<file path="config.mk">
export PLATFORM = sky130hd
export DESIGN_NAME = matrix_scan
export DESIGN_NICKNAME = d
export VERILOG_FILES = /design/src/source/led_matrix_pkg.sv /design/src/source/matrix_scan.sv
export VERILOG_INCLUDE_DIRS = /design/src /design/src/source
export SDC_FILE = /design/constraint.sdc
export NUM_CORES = 1
export LEC_CHECK = 0
export ABC_AREA = 1
export BUFFER_PORTS_ARGS = -buffer_cell sky130_fd_sc_hd__buf_2
export CORE_UTILIZATION = 59
export DETAILED_ROUTE_END_ITERATION = 10
export HOLD_SLACK_MARGIN = 0.02
export PLACE_DENSITY = 0.83
export SKIP_LAST_GASP = 1
export SLEW_MARGIN = 10
export SYNTH_ARGS = -nofsm -noshare
export SYNTH_HDL_FRONTEND = slang
export SYNTH_SLANG_ARGS = --single-unit
</file>
<file path="constraint.sdc">
create_clock -name clk_root -period 3.3 [get_ports clk_root]
set_input_delay 0.66 -clock clk_root [delete_from_list [all_inputs] [get_ports clk_root]]
set_output_delay 0.66 -clock clk_root [all_outputs]
set_load 0.1 [all_outputs]
</file>
<file path="src/source/led_matrix_macros.svh">
// Panel geometry and timing constants, sized for a 64x32 panel scanned as 16 row pairs
`ifndef LED_MATRIX_MACROS_SVH
`define LED_MATRIX_MACROS_SVH

// Pixels per panel line
`define LM_COLUMNS 64

// Physical panel lines
`define LM_LINES 32

// Lines driven at once, top and bottom half
`define LM_ROW_PAIRS 16

// Brightness bit planes per row pair
`define LM_PLANES 6

// Serial bit period in clk_root cycles
// 21 cycles per bit, sampled at mid-bit
`define LM_UART_TICKS_PER_BIT 21

// Scan tick period in clk_root cycles
`define LM_SCAN_DIV 2

// Lit time of plane 0
// Doubles for every higher plane
`define LM_OE_BASE_CYCLES 8

`endif

</file>
<file path="src/source/led_matrix_pkg.sv">
// Shared packed structs, field widths fixed for a 64x32 panel with 6 planes
`default_nettype none

package led_matrix_pkg;

	// One frame buffer pixel
	// Red in the top bits
	typedef struct packed {
		logic [4:0] red;
		logic [5:0] green;
		logic [4:0] blue;
	} rgb565_t;

	// Byte write into the frame buffer
	// Address is line * 128 + byte index
	typedef struct packed {
		logic        we;
		logic [11:0] addr;
		logic [7:0]  data;
	} fb_write_t;

	// Plane and colour gating
	// rgb_enable bit 0 red, bit 1 green, bit 2 blue
	typedef struct packed {
		logic [5:0] brightness_enable;
		logic [2:0] rgb_enable;
	} display_cfg_t;

	// Scan to fetch request
	typedef struct packed {
		logic       strobe;
		logic [3:0] row_pair;
		logic [5:0] column;
		logic [2:0] plane;
	} pixel_req_t;

	// Fetch result, same colour order as rgb_enable
	typedef struct packed {
		logic [2:0] rgb_top;
		logic [2:0] rgb_bot;
		logic       valid;
	} plane_bits_t;

	// HUB75 panel pins
	typedef struct packed {
		logic [3:0] row_addr;
		logic [2:0] rgb_top;
		logic [2:0] rgb_bot;
		logic       pixel_clk;
		logic       latch;
		logic       oe_n;
	} hub75_t;

endpackage

`default_nettype wire

</file>
<file path="src/source/matrix_scan.sv">
// HUB75 scan sequencer on clk_root with a tick enable; one pixel request in flight at a time
`timescale 1ns/1ps
`default_nettype none
`include "led_matrix_macros.svh"

module matrix_scan (
	input  wire                         clk_root,
	input  wire                         arst_n,
	output led_matrix_pkg::pixel_req_t  req,
	input  led_matrix_pkg::plane_bits_t bits,
	output led_matrix_pkg::hub75_t      panel
);

	localparam int DIV_W = $clog2(`LM_SCAN_DIV + 1);
	localparam logic [DIV_W-1:0] DIV_LAST = DIV_W'(`LM_SCAN_DIV - 1);
	localparam int ON_MAX = `LM_OE_BASE_CYCLES << (`LM_PLANES - 1);
	localparam int ON_W = $clog2(ON_MAX);

	typedef enum logic [2:0] {
		S_REQ, S_WAIT, S_SETUP, S_CLK_HI, S_LATCH, S_LIGHT
	} state_t;

	state_t           state;
	logic [DIV_W-1:0] div_cnt;
	logic             tick;
	logic [5:0]       column;
	logic [2:0]       plane;
	logic [3:0]       row_pair;
	logic [ON_W-1:0]  on_cnt;
	logic             req_strobe;
	logic [3:0]       row_addr_q;
	logic [2:0]       rgb_top_q;
	logic [2:0]       rgb_bot_q;
	logic             pixel_clk_q;
	logic             latch_q;
	logic             oe_n_q;

	// Free running scan tick
	always_ff @(posedge clk_root or negedge arst_n) begin
		if (!arst_n) begin
			div_cnt <= '0;
		end else begin
			div_cnt <= tick ? '0 : div_cnt + 1'b1;
		end
	end

	assign tick = (div_cnt == DIV_LAST);

	always_ff @(posedge clk_root or negedge arst_n) begin
		if (!arst_n) begin
			state       <= S_REQ;
			column      <= '0;
			plane       <= '0;
			row_pair    <= '0;
			on_cnt      <= '0;
			req_strobe  <= 1'b0;
			row_addr_q  <= '0;
			rgb_top_q   <= '0;
			rgb_bot_q   <= '0;
			pixel_clk_q <= 1'b0;
			latch_q     <= 1'b0;
			// Panel dark until the first plane is latched
			oe_n_q      <= 1'b1;
		end else begin
			req_strobe <= 1'b0;
			case (state)
				S_REQ: begin
					req_strobe <= 1'b1;
					state      <= S_WAIT;
				end
				S_WAIT: begin
					if (bits.valid) begin
						rgb_top_q <= bits.rgb_top;
						rgb_bot_q <= bits.rgb_bot;
						state     <= S_SETUP;
					end
				end
				S_SETUP: begin
					// Data settles before the shift edge
					if (tick) begin
						pixel_clk_q <= 1'b1;
						state       <= S_CLK_HI;
					end
				end
				S_CLK_HI: begin
					if (tick) begin
						pixel_clk_q <= 1'b0;
						if (column == 6'(`LM_COLUMNS - 1)) begin
							column     <= '0;
							latch_q    <= 1'b1;
							row_addr_q <= row_pair;
							state      <= S_LATCH;
						end else begin
							column <= column + 1'b1;
							state  <= S_REQ;
						end
					end
				end
				S_LATCH: begin
					// Latch drops and the row lights on the same edge
					if (tick) begin
						latch_q <= 1'b0;
						oe_n_q  <= 1'b0;
						on_cnt  <= ON_W'((`LM_OE_BASE_CYCLES << plane) - 1);
						state   <= S_LIGHT;
					end
				end
				default: begin
					// On time counted in clk_root cycles, not ticks
					if (on_cnt == '0) begin
						oe_n_q <= 1'b1;
						state  <= S_REQ;
						if (plane == 3'(`LM_PLANES - 1)) begin
							plane    <= '0;
							// Row pair 15 wraps to 0
							row_pair <= row_pair + 1'b1;
						end else begin
							plane <= plane + 1'b1;
						end
					end else begin
						on_cnt <= on_cnt - 1'b1;
					end
				end
			endcase
		end
	end

	assign req = '{strobe: req_strobe, row_pair: row_pair, column: column, plane: plane};

	assign panel = '{
		row_addr: row_addr_q,
		rgb_top: rgb_top_q,
		rgb_bot: rgb_bot_q,
		pixel_clk: pixel_clk_q,
		latch: latch_q,
		oe_n: oe_n_q
	};

	// Never latch into a lit row
	assert property (@(posedge clk_root) disable iff (!arst_n) panel.latch |-> panel.oe_n);

	// Fetch answers every request four cycles later
	assert property (@(posedge clk_root) disable iff (!arst_n) req.strobe |-> ##4 bits.valid);

endmodule

`default_nettype wire

</file>
==> qor.csv, run 1 <==
metric,value,unit
DRT antenna net count,0,
Clock Path Buffers,2,
Die Height,61.33,µm
unrepaired setup endpoints after global routing,false,
XOR/XNOR Fraction of Synth Area,2.952,%
n_diodes,0,
largest net degree at the start of global routing,41,
Starting Density,61.76,%
"CP delay by family, top",flip-flops,
Relative slew margins,42.31,%
DP HPWL,3.022,mm
Final Hold Viols,0,
DRT Pass-1 Iters,5,
Setup crit end kind,primary output,
number of global-route vias before repair,1572,
IO Pins,36,
Synthesized Nets,263,
Sum Neg Setup Slack,0,ns
Post-CTS Hold Buffers,0,
"Data arrival, critical path",1.34,ns
area grow syn2layout,12.89,%
WL/cell,11.95,µm
Placer Congestion,0.8887,
"CTS clk-pin slew, worst paths",0.13,ns
largest family of logic cells by synthesized area,simple AND/OR/NAND/NOR gates,
maximum fanout along the worst path,7,
Vias/cell,5.165,
initial antenna violation count,0,
Worst Hold Margin,0.4052,ns
crit path max-delay cell type,dfrtp_1,
root buf cell,clkbuf_4,
Num CTS Buffers,5,
final non-filler cell total,333,
simple-gate share of the synthesized area,27.05,%
placed insts,325,
die span in x,61.33,µm
cell count along the critical path,1,
Synth Warn #,0,
core area,0.003363,mm²
nets@finish,300,
total track usage,24.85,%
worst clock skew,0.01611,ns
area share of fa/ha/maj cells after synthesis,3.012,%
grt ovf,0,
Mapped Area,0.002077,mm²
setup bufs post-CTS,0,
Synth Register Bits,40,
status,completed,
CTS H-tree depth,2,
first-pass GRT wire length,6.782,mm
Clock Latency Late Sink,0.35,ns
WL final,3.980,mm
Syn Inst Count,249,
pre-CTS setup slack,1.610,ns
Reg2Reg Depth,9,
max cap viols,0,
Slowest Stage Delay on Critical Path,0.51,ns
port bufs,35,
Final period util,60.49,%
clock net sink count,40,
DR iter-0 viols,106,
Startpoint Class,flip-flop,
synth unique cells,31,
flop-to-flop setup slack,1.57,ns
Die ar.,0.003761,mm²
share of cells above drive strength 1,21.25,%
Compound-Gate Fraction of Synth Area,8.072,%
register area share after synthesis,48.25,%
setup violators final,0,
worst path required time,2.64,ns
crit-path cells,buf_2,
vias,1720,
post-synthesis mux area share,3.253,%
min cycle time layout,1.996,ns
Mapped Avg Cell Area,8.341,µm²
Hold Path Class,in2async,
Least-Margin Pin Slew,0.8653,ns
cts repair resizes,0,
DRC viols,0,
Final Max Slew Viols,0,
post-route setup slack,1.304,ns
CP Buf/Inv Count,1,
Rows,21,
CTS tree,yes,
fmax,0.5010,GHz
WS Path Type,reg2out,
-- worst paths after layout --
check                           start          to
min reg2reg                div_cnt[0]  div_cnt[0]
max in group asynchronous      arst_n  div_cnt[0]
max                          plane[1]      req[1]
min in group clk_root      div_cnt[0]  div_cnt[0]
max reg2reg                 on_cnt[0]   on_cnt[0]
min                            arst_n   on_cnt[5]
-- stage by stage --
| stage | instance area [µm²] | utilization [%] |
|---|---|---|
| after CTS | 2345 | 69.72 |
| after global routing | 2345 | 69.72 |
| final | 2345 | 69.72 |
| after detailed placement | 2268 | 67.45 |
| after global placement | 2268 | 67.45 |
| after floorplan | 2077 | - |
-- flip-flops by register name, indices dropped and copies added, names as in the netlist, 3 cells and up --
| register | cells |
|---|---|
| rgb_top_q | 3 |
| row_addr_q | 4 |
| rgb_bot_q | 3 |
| column | 6 |
| on_cnt | 8 |
| row_pair | 4 |
| plane | 3 |
| state | 3 |
-- per-layer routing --
layer / vias to the layer above / track usage [%] / wire, µm
met4: 0 / 8.254 / 51
met2: 34 / 40.99 / 1953
met5: - / 0 / 0
met1: 808 / 32.36 / 1830
met3: 5 / 6.303 / 144
li1: 873 / - / -
-- placed cells by master (no fill, tap or decap) --
cell type and n:
nor2_2 2, a21oi_1 4, and3_1 1, nor3_1 3, nor2_4 2, nand2_1 69
dfstp_2 1, inv_2 2, nand2_2 2, nand3_1 17, xor2_1 5, nor2_1 22
a31oi_1 1, clkbuf_1 1, dfrtp_1 39, o21ai_1 3, o21ai_0 18, clkinv_2 1
o31ai_1 1, ha_1 5, o211ai_1 1, clkbuf_4 5, nand4_1 3, nor3_4 1
o22ai_1 1, bufinv_16 1, xnor2_1 2, nand2_4 1, buf_2 35, a22oi_1 1
o21bai_1 1, inv_1 28, mux2_2 6, nand3_2 2
-- Yosys cell counts --
library cell	number	share of area [%]
nand2_1	69	12
nor2_1	22	4.0
buf_6	1	0.54
inv_2	2	0.36
nand4_1	3	0.90
nand2_2	2	0.60
o22ai_1	1	0.30
dfrtp_1	39	47
ha_1	5	3.0
nand3_1	17	4.1
nand2_4	1	0.54
nor3_4	1	0.78
o21ai_1	3	0.72
buf_4	4	1.4
inv_1	28	5.1
nand3_2	2	0.96
a21oi_1	4	0.96
a31oi_1	1	0.30
o21ai_0	18	4.3
nor2_4	2	1.1
mux2_2	6	3.3
a22oi_1	1	0.36
and3_1	1	0.30
dfstp_2	1	1.3
o31ai_1	1	0.36
xnor2_1	2	0.84
o211ai_1	1	0.36
nor3_1	3	0.72
o21bai_1	1	0.36
xor2_1	5	2.1
nor2_2	2	0.60
-- layout make-up --
type | count | area, µm²
multi-input cells | 174 | 920.9
fillers | 284 | 1018
clock inverters | 2 | 35.03
well taps | 46 | 57.56
repair buffers | 35 | 175.2
inverters | 30 | 112.6
flip-flops and latches | 40 | 1002
clock buffers | 6 | 41.29
-- cell families (layout without fill, tap and decap cells) --
| kind of cell | after synthesis | count (layout) |
|---|---|---|
| buffers and inverters | 35 | 73 |
| AO/OA/AOI/OAI | 31 | 31 |
| multiplexers | 6 | 6 |
| XOR/XNOR | 7 | 7 |
| adder cells (fa/ha/maj) | 5 | 5 |
| AND/OR/NAND/NOR | 125 | 125 |
| flip-flops | 40 | 40 |
Power of run 1 is left out: the tool's default activity adds up to more than one toggle a clock period on the data nets, which glitch-free logic cannot reach.
==> run 2, diff against run 1 <==
CORE_UTILIZATION = 55   (was 59)
PLACE_DENSITY = 0.79   (was 0.83)
clock period = 2 ns   (was 3.3 ns; I/O delays follow)
==> qor.csv, run 2 (synthesis results as in run 1) <==
metric,value,unit
WL/cell,12.61,µm
"commonest non-fill, non-tap cell in the layout",nand2_1,
largest reg by FF count,on_cnt,
most frequent cells in the layout,"nand2_1 (69), dfrtp_1 (37), buf_2 (35), inv_1 (28), nor2_1 (22)",
max cap viols,0,
root buf cell,clkbuf_8,
Slowest Stage Delay on Critical Path,0.49,ns
"CTS clk-pin slew, worst paths",0.07,ns
n_diodes,0,
number of global-route vias before repair,1670,
CTS H-tree depth,2,
Clock Latency Late Sink,0.30,ns
Num CTS Buffers,5,
"Data arrival, critical path",1.27,ns
Sum Neg Setup Slack,0,ns
worst clock skew,0.003804,ns
WS Path Type,reg2out,
fmax,0.5982,GHz
grt ovf,0,
die span in x,63.45,µm
Final Max Slew Viols,0,
initial antenna violation count,0,
nets@finish,301,
Rows,21,
WL final,4.211,mm
Clock Path Buffers,2,
CP Buf/Inv Count,1,
unrepaired setup endpoints after global routing,false,
Setup crit end kind,primary output,
Least-Margin Pin Slew,0.4847,ns
setup bufs post-CTS,0,
Vias/cell,5.213,
Die Height,63.45,µm
total track usage,24.35,%
share of cells above drive strength 1,22.57,%
maximum fanout along the worst path,7,
area grow syn2layout,15.78,%
DP HPWL,3.181,mm
clock net sink count,40,
crit path max-delay cell type,dfrtp_1,
status,completed,
IO Pins,36,
crit-path cells,buf_2,
Largest register FFs,8,
Die ar.,0.004026,mm²
CTS tree,yes,
Placer Congestion,0.8975,
Final period util,83.58,%
vias,1741,
DRC viols,0,
DRT antenna net count,0,
setup violators final,0,
worst path required time,1.60,ns
"CP delay by family, top",flip-flops,
Starting Density,59.88,%
port bufs,35,
Relative slew margins,67.68,%
min cycle time layout,1.672,ns
DR iter-0 viols,95,
DRT Pass-1 Iters,4,
largest net degree at the start of global routing,41,
Top Registers,"on_cnt x8, column x6",
first-pass GRT wire length,7.500,mm
Hold Path Class,in2async,
core area,0.003468,mm²
cts repair resizes,0,
Post-CTS Hold Buffers,0,
fillcell total,293,
Final Hold Viols,0,
Startpoint Class,flip-flop,
## run 2: cell count changes in the layout (fill, tap and decap cells not counted), sizes merged
cell | before | now
buf | 35 | 36
clkbuf | 6 | 7
clkinv | 1 | 0
## run 2: cell type report
class / instances / area, µm² / share of cell area [%]
Sequential cell: 40 / 1005 / 41.78
Multi-Input combinational cell: 174 / 920.9 / 38.29
Timing Repair Buffer: 36 / 182.7 / 7.596
Inverter: 30 / 112.6 / 4.683
Clock buffer: 7 / 96.34 / 4.006
Tap cell: 46 / 57.56 / 2.393
Clock inverter: 1 / 30.03 / 1.249
## run 2: metrics by stage
| step | utilization, % | cell area (µm²) | cells | hold WS [ns] | worst slack [ns] |
|---|---|---|---|---|---|
| after floorplan | - | 2079 | 249 | 0.1044 | 0.1120 |
| after global placement | 65.69 | 2278 | 326 | 0.4322 | 0.4626 |
| after detailed placement | 65.69 | 2278 | 326 | 0.4437 | 0.3930 |
| after CTS | 69.34 | 2405 | 334 | 0.1589 | 0.3197 |
| after global routing | 69.34 | 2405 | 334 | 0.1942 | 0.1861 |
| final | 69.34 | 2405 | 334 | 0.1415 | 0.3284 |
## run 2: metal layers
layer,vias to the layer above,track usage (%),part of all wire (%)
met5,-,0,0
met4,0,10.80,1.5
met3,6,4.891,3.4
met2,35,37.50,47
met1,831,33.17,48
li1,869,-,-
## run 2: final timing paths
| check | from | to | slack [ns] | cells after the start |
|---|---|---|---|---|
| min in group clk_root | bits[5] | rgb_top_q[1] | 0.34 | 2 |
| setup reg to reg | state[1] | on_cnt[0] | 0.36 | 7 |
| hold reg to reg | div_cnt[0] | div_cnt[0] | 0.45 | 1 |
| setup / recovery | plane[1] | req[1] | 0.33 | 1 |
| hold / removal | arst_n | row_addr_q[2] | 0.14 | 2 |
| max in group asynchronous | arst_n | column[1] | 1.49 | 2 |
Power of run 2 is left out for the same reason.
==> run 3, diff against run 2 <==
ABC_AREA = 0   (was 1)
clock period = 1.6 ns   (was 2 ns; I/O delays follow)
==> qor.csv, run 3 <==
metric,value,unit
status,"complete, but fails checks",
failing checks,negative setup slack,
crit-path cells,"or4_4, nor4_4, buf_4, nand4_1, xnor2_1",
crit path max-delay cell type,or4_4,
CTS tree,yes,
Setup crit end kind,flip-flop,
largest reg by FF count,on_cnt,
Placer Congestion,1.015,
Rows,21,
dpl cell area,0.002435,mm²
Main synth FF type,dfrtp_1,
static leakage,1.316,nW
root buf cell,clkbuf_4,
share of cells above drive strength 1,51.18,%
"EDFF count, synth",0,
total track usage,27.81,%
maximum fanout along the worst path,6,
Num CTS Buffers,5,
core area,0.003390,mm²
worst path required time,1.87,ns
"CTS clk-pin slew, worst paths",0.13,ns
initial antenna violation count,0,
largest net degree at the start of global routing,22,
top-count cell post-synth,dfrtp_1,
Hold Path Class,in2reg,
Final Max Slew Viols,0,
IO Pins,36,
number of global-route vias before repair,1798,
flop-to-flop setup slack,-0.29,ns
Largest register FFs,8,
Mapped Avg Cell Area,10.93,µm²
setup violators final,18,
DP HPWL,3.398,mm
Relative slew margins,61.51,%
cell taking the most area after synthesis,dfrtp_1,
WS Path Type,reg2reg,
register area share after synthesis,50.38,%
worst clock skew,0.02526,ns
DRT Pass-1 Iters,4,
area grow syn2layout,38.62,%
post-route setup slack,-0.2872,ns
grt ovf,0,
Clock Path Buffers,2,
port bufs,35,
DR iter-0 viols,197,
synth unique cells,51,
Mapped Area,0.001989,mm²
WL/cell,18.01,µm
Final period util,117.9,%
Top Registers,"on_cnt x8, column x6",
Final Hold Viols,0,
WL final,5.403,mm
"commonest non-fill, non-tap cell in the layout",buf_4,
min cycle time layout,1.887,ns
Synth Register Bits,40,
die span in x,62.14,µm
vias,1776,
CTS H-tree depth,2,
first-pass GRT wire length,8.293,mm
DRC viols,0,
cell area after layout,0.002758,mm²
Synthesized Nets,196,
VDD IR-drop max,2238,µV
Starting Density,58.69,%
"Data arrival, critical path",2.15,ns
Synth async-reset ratio,100.0,%
Die Height,62.14,µm
Least-Margin Pin Slew,0.5725,ns
unrepaired setup endpoints after global routing,true,
Startpoint Class,flip-flop,
clock net sink count,40,
Die ar.,0.003861,mm²
fmax,0.5299,GHz
Finished Core Util,81.36,%
n_diodes,0,
pwr/cell area,1599,mW/mm²
Synth top area share,49.06,%
Slowest Stage Delay on Critical Path,0.62,ns
most frequent cells in the layout,"buf_4 (33), dfrtp_1 (28), buf_2 (26), clkbuf_4 (12), nand2_1 (11)",
dominant cells by area after synthesis,"dfrtp_1 (49%), mux2_2 (5.7%), ha_1 (3.1%)",
Clock Latency Late Sink,0.37,ns
Synth Warn #,0,
Vias/cell,5.920,
max cap viols,0,
Commonest cells post-synth,"dfrtp_1 (39), nand2_1 (13), mux2_2 (10), nor2_1 (9), o21ai_0 (9)",
nets@finish,267,
Syn Inst Count,182,
DRT antenna net count,0,
-- run 3: changes by cell type after synthesis, moves of 4 or more --
| cell | previous run | this run |
|---|---|---|
| nor2_1 | 22 | 9 |
| nand3_1 | 17 | 4 |
| nand2_1 | 69 | 13 |
| mux2_2 | 6 | 10 |
| o21ai_0 | 18 | 9 |
| clkbuf_1 | 0 | 4 |
| inv_1 | 28 | 7 |
-- run 3: cell families (layout without fill, tap and decap cells) --
| logic type | after synthesis | count (layout) | synth area share (%) |
|---|---|---|---|
| compound gates | 40 | 40 | 13.08 |
| xor+xnor | 7 | 7 | 3.082 |
| fa+ha+maj | 6 | 6 | 3.648 |
| buf+inv | 16 | 88 | 4.151 |
| flops | 40 | 40 | 50.38 |
| mux | 13 | 13 | 7.296 |
| simple gates | 60 | 60 | 18.36 |
-- run 3: critical path, delay by kind of cell, from the launching register on --
family        cells  cell delay [ns]
buf+inv           1             0.18
xor+xnor          1             0.15
flops             1             0.41
simple gates      3             1.05
-- run 3: final timing paths --
path                              from           end  cells past startpoint
max                          on_cnt[5]   row_pair[3]                      5
min                            bits[5]  rgb_top_q[1]                      2
max reg2reg                  on_cnt[5]   row_pair[3]                      5
min reg2reg                row_pair[3]   row_pair[3]                      1
max in group asynchronous       arst_n     on_cnt[2]                      3
min in group asynchronous       arst_n     column[2]                      2
-- run 3: stage by stage --
stage               setup slack [ns]  setup TNS (ns)  hold WS [ns]  cells  power, W
global route                 -0.3426          -3.989        0.1608    300  0.004592
CTS                          -0.2054          -1.995        0.1706    293  0.004244
detailed placement           -0.2701          -1.986        0.3173    281  0.003412
floorplan                    -0.2572          -1.678       0.02441    182  0.003021
global placement             -0.2224          -1.425        0.2990    281  0.003336
finish                       -0.2872          -3.420        0.1745    300  0.004411
-- run 3: layout make-up --
type / count / area, µm²
timing repair buffer: 73 / 510.5
inverter: 7 / 26.28
fill: 170 / 631.9
tap: 46 / 57.56
clock buffer: 6 / 41.29
multi-input combinational: 126 / 1033
sequential: 40 / 1028
clock inverter: 2 / 60.06
-- run 3: where the power goes --
group / internal (W) / leakage [nW] / total [W] / switching (W)
clock network: 0.000488 / 0.0525 / 0.000827 / 0.000339
logic: 0.000579 / 0.756 / 0.00218 / 0.00160
registers: 0.00123 / 0.507 / 0.00140 / 0.000175
total: 0.00230 / 1.32 / 0.00441 / 0.00212
-- run 3: routing by layer --
| metal | vias up | wire (µm) | global-route usage [%] |
|---|---|---|---|
| met5 | - | 0 | 0 |
| met4 | 0 | 138 | 15.70 |
| met1 | 890 | 2237 | 33.50 |
| li1 | 801 | - | - |
| met2 | 70 | 2689 | 45.88 |
| met3 | 15 | 338 | 6.434 |
-- run 3: repair_timing --
item / CTS / global route
endpoints found under the hold margin: 18 / 0
cloned: 0 / 0
resized for setup: 5 / 35
pin swaps: 3 / 9
hold buffers: 1 / 0
buffers inserted: 3 / 8
endpoints found under the setup margin: 19 / 35
Power figures use the tool's default switching activity.
